## config.mk

```make
export PLATFORM = sky130hd
export DESIGN_NAME = timer_flat
export DESIGN_NICKNAME = d
export VERILOG_FILES = /design/src/design/soc_bus_pkg.sv /design/src/design/soc_periph_pkg.sv /design/src/design/device_bus_if.sv /design/src/design/timer.sv /design/src/flat_wrapper.sv
export VERILOG_INCLUDE_DIRS = /design/src /design/src/include
export SDC_FILE = /design/constraint.sdc
export NUM_CORES = 1
export LEC_CHECK = 0
export ABC_AREA = 1
export ABC_CLOCK_PERIOD_IN_PS = 3400
export BUFFER_PORTS_ARGS = -buffer_cell sky130_fd_sc_hd__buf_2
export CELL_PAD_IN_SITES_DETAIL_PLACEMENT = 1
export CELL_PAD_IN_SITES_GLOBAL_PLACEMENT = 2
export CORE_ASPECT_RATIO = 0.8
export CORE_MARGIN = 10
export CORE_UTILIZATION = 36
export DETAILED_ROUTE_END_ITERATION = 8
export PLACE_DENSITY = 0.91
export SLEW_MARGIN = 20
export SYNTH_ARGS = -nofsm -noshare
export SYNTH_HDL_FRONTEND = slang
export SYNTH_SLANG_ARGS = --single-unit
```

## constraint.sdc

```tcl
create_clock -name clk_sys_i -period 3.4 [get_ports clk_sys_i]
set_input_delay 1.02 -clock clk_sys_i [delete_from_list [all_inputs] [get_ports clk_sys_i]]
set_output_delay 1.02 -clock clk_sys_i [all_outputs]
set_load 0.01 [all_outputs]
```

## src/include/soc_config.svh

```systemverilog
// SoC configuration macros.
// Bus widths, memory size, GPIO widths and the address map.
`ifndef SOC_CONFIG_SVH
`define SOC_CONFIG_SVH

// Bus geometry.
`define SOC_BUS_ADDR_WIDTH 32
`define SOC_BUS_DATA_WIDTH 32

// Main memory.
`define SOC_RAM_BYTES 65536

// Address map.
`define SOC_RAM_BASE   32'h0010_0000
`define SOC_GPIO_BASE  32'h8000_0000
`define SOC_TIMER_BASE 32'h8000_1000

// Each register block owns one region of this size.
`define SOC_REG_REGION_BYTES 4096

// GPIO widths.
`define SOC_GPI_WIDTH 8
`define SOC_GPO_WIDTH 16

`endif

```

## src/design/soc_bus_pkg.sv

```systemverilog
// Bus types shared by the decoder and the devices.
`include "soc_config.svh"

package soc_bus_pkg;

  // Address and data words on the bus.
  typedef logic [`SOC_BUS_ADDR_WIDTH-1:0] bus_addr_t;
  typedef logic [`SOC_BUS_DATA_WIDTH-1:0] bus_data_t;

  // One enable per data byte.
  typedef logic [`SOC_BUS_DATA_WIDTH/8-1:0] bus_be_t;

  // Target of a decoded request.
  typedef enum logic [1:0] {
    DEV_RAM,
    DEV_GPIO,
    DEV_TIMER,
    DEV_NONE
  } bus_device_e;

endpackage

```

## src/design/soc_periph_pkg.sv

```systemverilog
// Register map of the peripherals.
`include "soc_config.svh"

package soc_periph_pkg;

  // Byte offset inside one register region.
  typedef logic [$clog2(`SOC_REG_REGION_BYTES)-1:0] reg_offset_t;

  // GPIO registers.
  localparam reg_offset_t GPIO_OUT_OFFSET = 'h0;
  localparam reg_offset_t GPIO_IN_OFFSET  = 'h4;

  // Timer registers.
  localparam reg_offset_t TIMER_MTIME_LO_OFFSET    = 'h0;
  localparam reg_offset_t TIMER_MTIME_HI_OFFSET    = 'h4;
  localparam reg_offset_t TIMER_MTIMECMP_LO_OFFSET = 'h8;
  localparam reg_offset_t TIMER_MTIMECMP_HI_OFFSET = 'hC;

endpackage

```

## src/design/device_bus_if.sv

```systemverilog
// Device bus between the address decoder and one device.
interface device_bus_if;
  import soc_bus_pkg::*;

  // Request from the decoder with addr as the offset in the device region.
  logic      req;
  logic      we;
  bus_addr_t addr;
  bus_be_t   be;
  bus_data_t wdata;

  // Response from the device one cycle after req.
  logic      rvalid;
  bus_data_t rdata;
  logic      err;

  modport decoder (output req, we, addr, be, wdata, input rvalid, rdata, err);
  modport device (input req, we, addr, be, wdata, output rvalid, rdata, err);

endinterface

```

## src/design/timer.sv

```systemverilog
// Machine timer with 64-bit mtime and mtimecmp registers.
// Raises a level interrupt once mtime reaches mtimecmp.
module timer (
  input  logic         clk_sys_i,
  input  logic         reset_i,
  device_bus_if.device bus,
  output logic         timer_irq_o
);
  import soc_bus_pkg::*;
  import soc_periph_pkg::*;

  reg_offset_t offset;
  logic [63:0] mtime_q;
  logic [63:0] mtimecmp_q;
  logic        wr;
  logic        hit;
  bus_data_t   rd_word;
  logic        rvalid_q;
  logic        err_q;
  bus_data_t   rdata_q;

  assign offset = reg_offset_t'(bus.addr);
  assign wr     = bus.req && bus.we;

  ///////////////////////////////
  // Register read mux
  ///////////////////////////////

  always_comb begin
    hit     = 1'b1;
    rd_word = '0;
    case (offset)
      TIMER_MTIME_LO_OFFSET:    rd_word = mtime_q[31:0];
      TIMER_MTIME_HI_OFFSET:    rd_word = mtime_q[63:32];
      TIMER_MTIMECMP_LO_OFFSET: rd_word = mtimecmp_q[31:0];
      TIMER_MTIMECMP_HI_OFFSET: rd_word = mtimecmp_q[63:32];
      default:                  hit     = 1'b0;
    endcase
  end

  // Counter runs every cycle and a write replaces one word.
  always_ff @(posedge clk_sys_i) begin
    if (reset_i) begin
      mtime_q    <= '0;
      mtimecmp_q <= '1;
    end else begin
      mtime_q <= mtime_q + 64'd1;
      if (wr) begin
        case (offset)
          TIMER_MTIME_LO_OFFSET:    mtime_q[31:0]     <= bus.wdata;
          TIMER_MTIME_HI_OFFSET:    mtime_q[63:32]    <= bus.wdata;
          TIMER_MTIMECMP_LO_OFFSET: mtimecmp_q[31:0]  <= bus.wdata;
          TIMER_MTIMECMP_HI_OFFSET: mtimecmp_q[63:32] <= bus.wdata;
          default: ;
        endcase
      end
    end
  end

  // Interrupt level follows the counters by one cycle.
  always_ff @(posedge clk_sys_i) begin
    if (reset_i) begin
      timer_irq_o <= 1'b0;
    end else begin
      timer_irq_o <= (mtime_q >= mtimecmp_q);
    end
  end

  ///////////////////////////////
  // Response
  ///////////////////////////////

  always_ff @(posedge clk_sys_i) begin
    if (reset_i) begin
      rvalid_q <= 1'b0;
      err_q    <= 1'b0;
    end else begin
      rvalid_q <= bus.req;
      err_q    <= bus.req && !hit;
    end
  end

  // Zero data on writes and errors.
  always_ff @(posedge clk_sys_i) begin
    if (bus.req) begin
      rdata_q <= (bus.we || !hit) ? '0 : rd_word;
    end
  end

  assign bus.rvalid = rvalid_q;
  assign bus.rdata  = rdata_q;
  assign bus.err    = err_q;

endmodule

```

## src/flat_wrapper.sv

```systemverilog
// flat-port wrapper written by rule: the top's interface ports become plain ports
module timer_flat import soc_bus_pkg::*; import soc_periph_pkg::*;
  (clk_sys_i, reset_i, timer_irq_o, bus_req, bus_we, bus_addr, bus_be, bus_wdata, bus_rvalid, bus_rdata, bus_err);
  device_bus_if bus_i ();
  input  logic clk_sys_i;
  input  logic reset_i;
  output logic timer_irq_o;
  input wire logic [$bits(bus_i.req)-1:0] bus_req;
  input wire logic [$bits(bus_i.we)-1:0] bus_we;
  input wire logic [$bits(bus_i.addr)-1:0] bus_addr;
  input wire logic [$bits(bus_i.be)-1:0] bus_be;
  input wire logic [$bits(bus_i.wdata)-1:0] bus_wdata;
  output wire logic [$bits(bus_i.rvalid)-1:0] bus_rvalid;
  output wire logic [$bits(bus_i.rdata)-1:0] bus_rdata;
  output wire logic [$bits(bus_i.err)-1:0] bus_err;
  assign bus_i.req = bus_req;
  assign bus_i.we = bus_we;
  assign bus_i.addr = bus_addr;
  assign bus_i.be = bus_be;
  assign bus_i.wdata = bus_wdata;
  assign bus_rvalid = bus_i.rvalid;
  assign bus_rdata = bus_i.rdata;
  assign bus_err = bus_i.err;
  timer u_core (.clk_sys_i(clk_sys_i), .reset_i(reset_i), .bus(bus_i), .timer_irq_o(timer_irq_o));
endmodule
```

# Word-level counts from Yosys, hierarchy flattened
# Cells that the tools add are included.
# W data, S select, Z words.
classes:
  reduce_logical: 8
  n_addsub: 1
  n_mul: 0
  bitwise: 0
  n_eq_ne: 3
  div_mod_pow: 0
  muxes: 5
  shift: 0
  n_lt_le_gt_ge: 1
op_table:
  columns: ["op", "count"]
  rows:
  - ["$pmux W32 S4", 1]
  - ["$add A64 B1 Y64 const B", 1]
  - ["$ge A64 B64 Y1", 1]
  - ["$mux W32", 2]
  - ["$mux W64", 1]
  - ["$eq A12 B4 Y1 const B", 2]
  - ["$eq A12 B3 Y1 const B", 1]
  - ["$logic_not A12 Y1", 1]
  - ["$reduce_and A2 Y1", 2]
  - ["$reduce_or A4 Y1", 1]
  - ["$logic_and A1 B1 Y1", 2]
  - ["$logic_not A1 Y1", 1]
  - ["$logic_or A1 B1 Y1", 1]
  - ["$mux W1", 1]
totals:
  out_inout_bits: 35
  mem_bits_ro: 0
  latchBits: 0
  memories: 0
  wordCells: 25
  mem_bits_rw: 0
  ff_bits: 163
  inputBits: 72

# Longest topological paths before layout
# Gate-level depths: netlist of the first run.
logic_depth:
  depth_word: 5
  depth_mapped: 15

# Least setup slack after synthesis of the first run
# OpenSTA, ideal clock, no wires.
synth_path:
  path_type: "input to register"
  startpoint: "input port bus_addr[1]"
  endpoint: "register u_core.rdata_q[0] (netlist: u_core.bus.rdata[0]) (data pin)"
  path_buffers: 1
  path_slack_ns: 1.144
  arrival_ns: 2.118
  setup_ns: 0.138
  stages: 7
  path_cell_list: "or2_4 -> nor3_4 -> nand2_2 -> nand4_2 -> nand2_2 -> buf_6 -> nor2_1"
synth_via:
  elab_chain_len: 5
  elab_cells_between_ends: 9
  classes_between: "eq/ne (3); mux (2); reduce/logical (4)"
synth_rtl:
  columns: ["element", "line", "source"]
  rows:
  - ["start: declaration", "flat_wrapper.sv:10", "input wire logic [$bits(bus_i.addr)-1:0] bus_addr;"]
  - ["$eq A12 B3 Y1, or another cell as far along", "timer.sv:32", "case (offset)"]
  - ["$reduce_or A4 Y1 (no source line)", null, null]
  - ["$mux W1", "timer.sv:32", null]
  - ["$logic_not A1 Y1", "timer.sv:86", "rdata_q <= (bus.we || !hit) ? '0 : rd_word;"]
  - ["$logic_or A1 B1 Y1", "timer.sv:86", null]
  - ["end signal: assignment", "timer.sv:86", null]
  - ["end: declaration", "timer.sv:20", "bus_data_t rdata_q;"]
# Parallel ways exist; a longest one is shown, timed or not.
# A chain may end at the register's enable or synchronous reset.

# Final worst setup path of the first run
layout_path:
  startpoint: "input port bus_addr[1]"
  endpoint: "register u_core.mtime_q[33]"
layout_via:
  elab_chain_len: 3
layout_rtl:
  columns: ["element", "line", "source"]
  rows:
  - ["$eq A12 B3 Y1", "timer.sv:49", "case (offset)"]
  - ["$mux W32", "timer.sv:49", null]
  - ["$mux W64", "timer.sv:48", "if (wr) begin"]
  - ["end signal: assignment", "timer.sv:47", "mtime_q <= mtime_q + 64'd1;"]
  - ["end signal: assignment", "timer.sv:51", "TIMER_MTIME_HI_OFFSET: mtime_q[63:32] <= bus.wdata;"]
  - ["end: declaration", "timer.sv:13", "logic [63:0] mtime_q;"]
# Every way passes these cells.

==> results of run 1 <==
-- layout make-up --
| class | count | area (um^2) |
|---|---|---|
| Clock inverter | 11 | 90.1 |
| Fill cell | 3684 | 16600 |
| Tap cell | 370 | 463 |
| Inverter | 279 | 1050 |
| Multi-Input combinational cell | 1016 | 5510 |
| Clock buffer | 21 | 482 |
| Timing Repair Buffer | 107 | 611 |
| Sequential cell | 163 | 3580 |
-- path summary, 6_finish.rpt --
kind	depth (start not counted)	from	slack [ns]	endpoint
worst min-delay path	2	u_core.mtimecmp_q[24]$_SDFFE_PP1P_	0.48	u_core.mtimecmp_q[24]$_SDFFE_PP1P_
worst min register to register	2	u_core.mtimecmp_q[24]$_SDFFE_PP1P_	0.48	u_core.mtimecmp_q[24]$_SDFFE_PP1P_
worst max register to register	12	u_core.mtime_q[1]$_SDFF_PP0_	0.88	u_core.mtime_q[50]$_SDFF_PP0_
worst max-delay path	10	bus_addr[1]	0.75	u_core.mtime_q[33]$_SDFF_PP0_
-- worst register-to-register path, delay by kind of cell, from the launching register on --
kind	cells	cell delay (ns)
and+or+nand+nor	8	1.53
DFF	1	0.40
adders and majority gates	1	0.20
buffers and inverters	2	0.18
AOI/OAI and AO/OA	1	0.11
-- kinds of logic (layout without fill, tap and decap cells) --
kind of cell | after synthesis | count (layout) | synth area share
XOR/XNOR | 17 | 17 | 0.0143
AO/OA/AOI/OAI | 250 | 250 | 0.149
adder cells (fa/ha/maj) | 65 | 65 | 0.0781
flip-flops | 163 | 163 | 0.344
AND/OR/NAND/NOR | 684 | 684 | 0.287
buffers and inverters | 333 | 418 | 0.127
-- power by group through the flow --
stage / combinational (W) / sequential [W] / clock, W
2_1_floorplan: 0.0000653 / 0.00204 / 0
3_3_place_gp: 0.000165 / 0.00203 / 0
3_5_place_dp: 0.000169 / 0.00203 / 0
4_1_cts: 0.000170 / 0.00199 / 0.00198
5_1_grt: 0.000187 / 0.00199 / 0.00206
6_report: 0.000169 / 0.00199 / 0.00195
-- metal layers --
layer	wire length (um)	track usage
met5	0	0
met4	584	0.0490
met3	1970	0.0360
met2	17800	0.353
met1	21200	0.331
-- state kept, by name, summed over array words and instances, names as in the netlist --
register	count
u_core.mtime_q	64
u_core.mtimecmp_q	64
u_core.bus.rdata	32
u_core.bus.err	1
u_core.bus.rvalid	1
u_core.timer_irq_o	1
-- Yosys cell counts, drive strengths merged (2+ instances only) --
library cell,count
a21oi,39
or2,2
xor2,17
nor2,175
edfxtp,32
nand2,310
o21bai,7
ha,65
and2,3
o211ai,78
nor3,31
buf,26
o22ai,54
nand3,128
o21ai,61
a21o,2
clkbuf,28
dfxtp,131
nand4,32
inv,278
a31oi,7
-- per-stage QoR --
| step | instances | util | total power [W] | hold WS (ns) |
|---|---|---|---|---|
| final | 1967 | 0.415 | 0.00411 | 0.477 |
| after global routing | 1967 | 0.415 | 0.00424 | 0.501 |
| after CTS | 1967 | 0.415 | 0.00414 | 0.481 |
| after detailed placement | 1935 | 0.395 | 0.00220 | 0.463 |
| after global placement | 1935 | 0.395 | 0.00220 | 0.455 |
| after floorplan | 1512 | - | 0.00210 | 0.446 |
-- layout by cell type (no fill, tap or decap), types with 2 or more instances in the layout --
cell,Yosys,routed
clkbuf_8,0,2
nand2_2,7,7
a21oi_1,39,39
dfxtp_1,131,131
clkinv_2,0,2
a21o_1,2,2
inv_1,275,274
nor3_1,26,26
a31oi_1,7,7
ha_1,65,65
inv_2,3,3
o21ai_0,60,60
nand2_1,303,303
nor2_4,3,3
inv_4,0,2
edfxtp_1,32,32
nor3_2,4,4
o22ai_1,54,54
and2_0,2,2
nor2_2,6,6
buf_2,14,82
o21bai_1,7,7
clkinv_4,0,4
nand3_2,6,6
o211ai_1,78,78
clkbuf_16,0,18
nand4_1,31,31
buf_4,3,24
inv_6,0,3
xor2_1,17,17
nand3_1,122,122
nor2_1,166,166
==> results.json, run 1 <==
{
  "outcome": "finished, final reports clean",
  "cts_resized": 0,
  "leakage_nw": 6.24,
  "fp.coreArea_um2": 28400,
  "maxSlewViolCount": 0,
  "drtPass1Iterations": 4,
  "crit_type": "input pin to flop",
  "seqPwrFrac": 0.484,
  "fp-row-count": 55,
  "wl_per_cell_um": 21.1,
  "synth_nets": 1649,
  "p_switching_w": 0.00104,
  "worst_pin_slew_ns": 1.12,
  "swShare": 0.253,
  "grt_pass1_vias": 10600,
  "rsz0062_at_grt": "false",
  "placed_area_um2": 11200,
  "cts_root_buf": "clkbuf_16",
  "hp-class": "flop to flop",
  "cap_violations": 0,
  "route.detailed.drc": 0,
  "grt_max_degree": 65,
  "htreeDepth": 4,
  "yosysTopAreaCellShare": 0.252,
  "die_w_um": 210,
  "max_freq_mhz": 377,
  "synth.distinct_cells": 41,
  "setup_violations": 0,
  "drive_gt1_frac": 0.108,
  "pwr-share-clk": 0.475,
  "routed_via_density": 5.38,
  "vdd_drop_max_mv": 0.352,
  "postCtsSetupBuffers": 0,
  "clk_pin_slew_worst_paths_ns": 0.07,
  "netlist_area_um2": 10400,
  "synth_area_leaders": "dfxtp_1 25%, nand2_1 11%, inv_1 9.9%, edfxtp_1 9.2%, ha_1 7.8%",
  "power_density_nw_per_um2": 348,
  "initial_core_util": 0.367,
  "worstSkewPairLatency_ns": 0.45,
  "cp-end-kind": "flop",
  "routed_wirelength_mm": 41.5,
  "n_antenna_cell": 0,
  "clock_path_buffers": 2,
  "die_h_um": 172,
  "arrival_ns": 3.04,
  "synth_seq_area_share": 0.344,
  "drt_iter0_markers": 864,
  "syn_inst": 1512,
  "holdBufCountCts": 0,
  "grt_pass1_wl_mm": 63.5,
  "vias": 10600,
  "tritoncts": "done",
  "fin_ws_ns": 0.750,
  "area_growth_pct": 13.2,
  "path_cells": "buf_2 -> or2_4 -> nor2_2 -> nand3_2 -> buf_4 -> inv_2 -> nand2_1 -> nand3_1 -> o211ai_1 -> inv_1",
  "start_kind": "input pin",
  "synth-edff-count": 32,
  "hpwl_mm": 32.5,
  "period_share": 0.779,
  "synth_area_leader_cell": "dfxtp_1",
  "max_stage_delay_ns": 0.40,
  "grt_overflow_total": 0,
  "nNetsFinal": 1721,
  "antenna_found_initial": 0,
  "synth-main-ff-cell": "dfxtp_1",
  "crit_family": "simple AND/OR/NAND/NOR gates",
  "hold_violations": 0,
  "ant_nets": 0,
  "crit_slowest_cell": "nand2_1",
  "critPathBufInv": 4,
  "final_area_um2": 11800,
  "critPathMaxFanout": 18,
  "track_usage": 0.230,
  "ys_warn_count": 0,
  "avgSynthCellArea_um2": 6.89,
  "worstPathRequired_ns": 3.79,
  "fin_worst_skew_ns": 0.00995,
  "cts_buffers": 17,
  "p_comb_frac": 0.041,
  "cts_sinks": 163,
  "period_needed_ns": 2.65,
  "relSlewSlack": 0.247,
  "async_reset_ff_frac": 0,
  "fin_setup_tns_ns": 0,
  "die_area_um2": 36200,
  "ios": 107,
  "internal-power_w": 0.00307,
  "synth_seq_cells": 163,
  "gp_congestion": 0.958,
  "numPortBuffers": 82,
  "dpl_worst_slack_ns": 0.303
}
(Power assumes the default switching activity.)
==> inputs of run 2 (changes only) <==
Settings changed: ABC_CLOCK_PERIOD_IN_PS 3400 to 2600, CORE_UTILIZATION 36 to 34, PLACE_DENSITY 0.91 to 0.86.
Clock period 3.4 ns to 2.6 ns, I/O delays scaled along.
==> results.json, run 2 (same netlist as run 1, synthesis figures left out) <==
{
  "outcome": "finished, final reports clean",
  "clk_pin_slew_worst_paths_ns": 0.08,
  "cts_buffers": 17,
  "fin_setup_tns_ns": 0,
  "worstPathRequired_ns": 2.96,
  "setup_violations": 0,
  "ios": 107,
  "critPathMaxFanout": 5,
  "gp_congestion": 0.962,
  "worstSkewPairLatency_ns": 0.46,
  "crit_type": "flop to flop",
  "fin_ws_ns": 0.185,
  "hp-class": "flop to flop",
  "max_freq_mhz": 414,
  "critPathBufInv": 2,
  "ant_nets": 0,
  "arrival_ns": 2.77,
  "grt_pass1_vias": 10900,
  "regToRegStartpoint": "u_core.mtime_q[9]$_SDFF_PP0_",
  "final_area_um2": 12200,
  "vias": 10600,
  "nNetsFinal": 1743,
  "clock_path_buffers": 2,
  "tritoncts": "done",
  "grt_max_degree": 74,
  "rsz0062_at_grt": "false",
  "hp-start": "u_core.mtimecmp_q[17]$_SDFFE_PP1P_",
  "postCtsSetupBuffers": 0,
  "crit_slowest_cell": "dfxtp_1",
  "drive_gt1_frac": 0.120,
  "num-fill-cells": 3888,
  "die_h_um": 177,
  "period_share": 0.929,
  "cap_violations": 0,
  "dpl_worst_slack_ns": 0.0626,
  "final_common_cell": "nand2_1",
  "cp-end-kind": "flop",
  "path_common_cell": "nand2_1",
  "leakage_nw": 6.42,
  "fp.coreArea_um2": 30300,
  "cts_resized": 0,
  "n_antenna_cell": 0,
  "worst_pin_slew_ns": 0.691,
  "die_w_um": 216,
  "hpwl_mm": 33.4,
  "path_cells": "nand2_1 -> nor2_1 -> nand2_1 -> nor2_2 -> nand3_2 -> inv_1 -> nand2_1 -> nand2_1 -> nand3_1 -> nand3_1 -> inv_1",
  "routed_wirelength_mm": 42.5,
  "period_needed_ns": 2.41,
  "start_kind": "flop",
  "relSlewSlack": 0.536,
  "routed_via_density": 5.20,
  "antenna_found_initial": 0,
  "fp-row-count": 57,
  "crit_family": "simple AND/OR/NAND/NOR gates",
  "vdd_drop_max_mv": 0.426,
  "fin_worst_skew_ns": 0.0164,
  "cts_sinks": 163,
  "hold_violations": 0,
  "path_depth": 11,
  "track_usage": 0.222,
  "holdBufCountCts": 0,
  "drt_iter0_markers": 808,
  "max_stage_delay_ns": 0.50,
  "min_delay_path_depth": 2,
  "grt_pass1_wl_mm": 65.3,
  "grt_overflow_total": 0,
  "drtPass1Iterations": 4,
  "placed_area_um2": 11500,
  "numPortBuffers": 82,
  "die_area_um2": 38100,
  "route.detailed.drc": 0,
  "cts_root_buf": "clkbuf_16",
  "power_density_nw_per_um2": 465,
  "maxSlewViolCount": 0,
  "crit_path_start": "u_core.mtime_q[9]$_SDFF_PP0_",
  "r2r_cells": 11,
  "layout_common_cells": "303 x nand2_1, 274 x inv_1, 166 x nor2_1",
  "initial_core_util": 0.344,
  "area_growth_pct": 16.7,
  "wl_per_cell_um": 20.9,
  "htreeDepth": 4
}
[run 2: changes by cell type in the layout (fill, tap and decap cells not counted)]
| cell | before | now |
|---|---|---|
| inv_6 | 3 | 4 |
| buf_12 | 1 | 9 |
| bufinv_16 | 0 | 3 |
| inv_8 | 1 | 4 |
| clkinv_4 | 4 | 1 |
| clkinv_2 | 2 | 4 |
| clkbuf_8 | 2 | 0 |
| buf_4 | 24 | 38 |
| clkbuf_16 | 18 | 17 |
| inv_4 | 2 | 0 |
| clkbuf_1 | 1 | 0 |
[run 2: layout make-up]
cell class | instances | area, um^2 | share of cell area
timing repair buffer | 129 | 876 | 0.0721
sequential | 163 | 3580 | 0.295
multi-input combinational | 1016 | 5510 | 0.453
inverter | 279 | 1050 | 0.0863
clock inverter | 15 | 194 | 0.0160
clock buffer | 17 | 425 | 0.0350
tap | 413 | 517 | 0.0425
[run 2: final timing paths]
kind | endpoint | slack [ns]
worst max-delay path | u_core.mtime_q[37]$_SDFF_PP0_ | 0.19
worst min-delay path | u_core.mtimecmp_q[17]$_SDFFE_PP1P_ | 0.48
worst max register to register | u_core.mtime_q[37]$_SDFF_PP0_ | 0.19
worst min register to register | u_core.mtimecmp_q[17]$_SDFFE_PP1P_ | 0.48
[run 2: per-stage QoR]
| step | total power (W) | cells | hold slack (ns) | util |
|---|---|---|---|---|
| 2_1_floorplan | 0.00275 | 1512 | 0.446 | - |
| 3_3_place_gp | 0.00288 | 2000 | 0.456 | 0.381 |
| 3_5_place_dp | 0.00288 | 2000 | 0.462 | 0.381 |
| 4_1_cts | 0.00570 | 2032 | 0.480 | 0.401 |
| 5_1_grt | 0.00581 | 2032 | 0.495 | 0.401 |
| 6_report | 0.00565 | 2032 | 0.477 | 0.401 |
[run 2: power breakdown]
group          internal, W  switching [W]  total [W]
clock network      0.00155        0.00128    0.00283
logic            0.0000704       0.000154   0.000225
registers          0.00259     0.00000955    0.00260
[run 2: routing by layer]
layer,global-route usage,vias up,share of wire
met5,0,-,0
met4,0.0460,0,0.012
met3,0.0387,28,0.052
met2,0.344,265,0.44
met1,0.316,5114,0.50
li1,-,5165,-
[run 2: worst min-delay path, cell delays in order, from the launching register on]
cell      delay, ns
dfxtp_1        0.33
nand2_1        0.05
o211ai_1       0.06
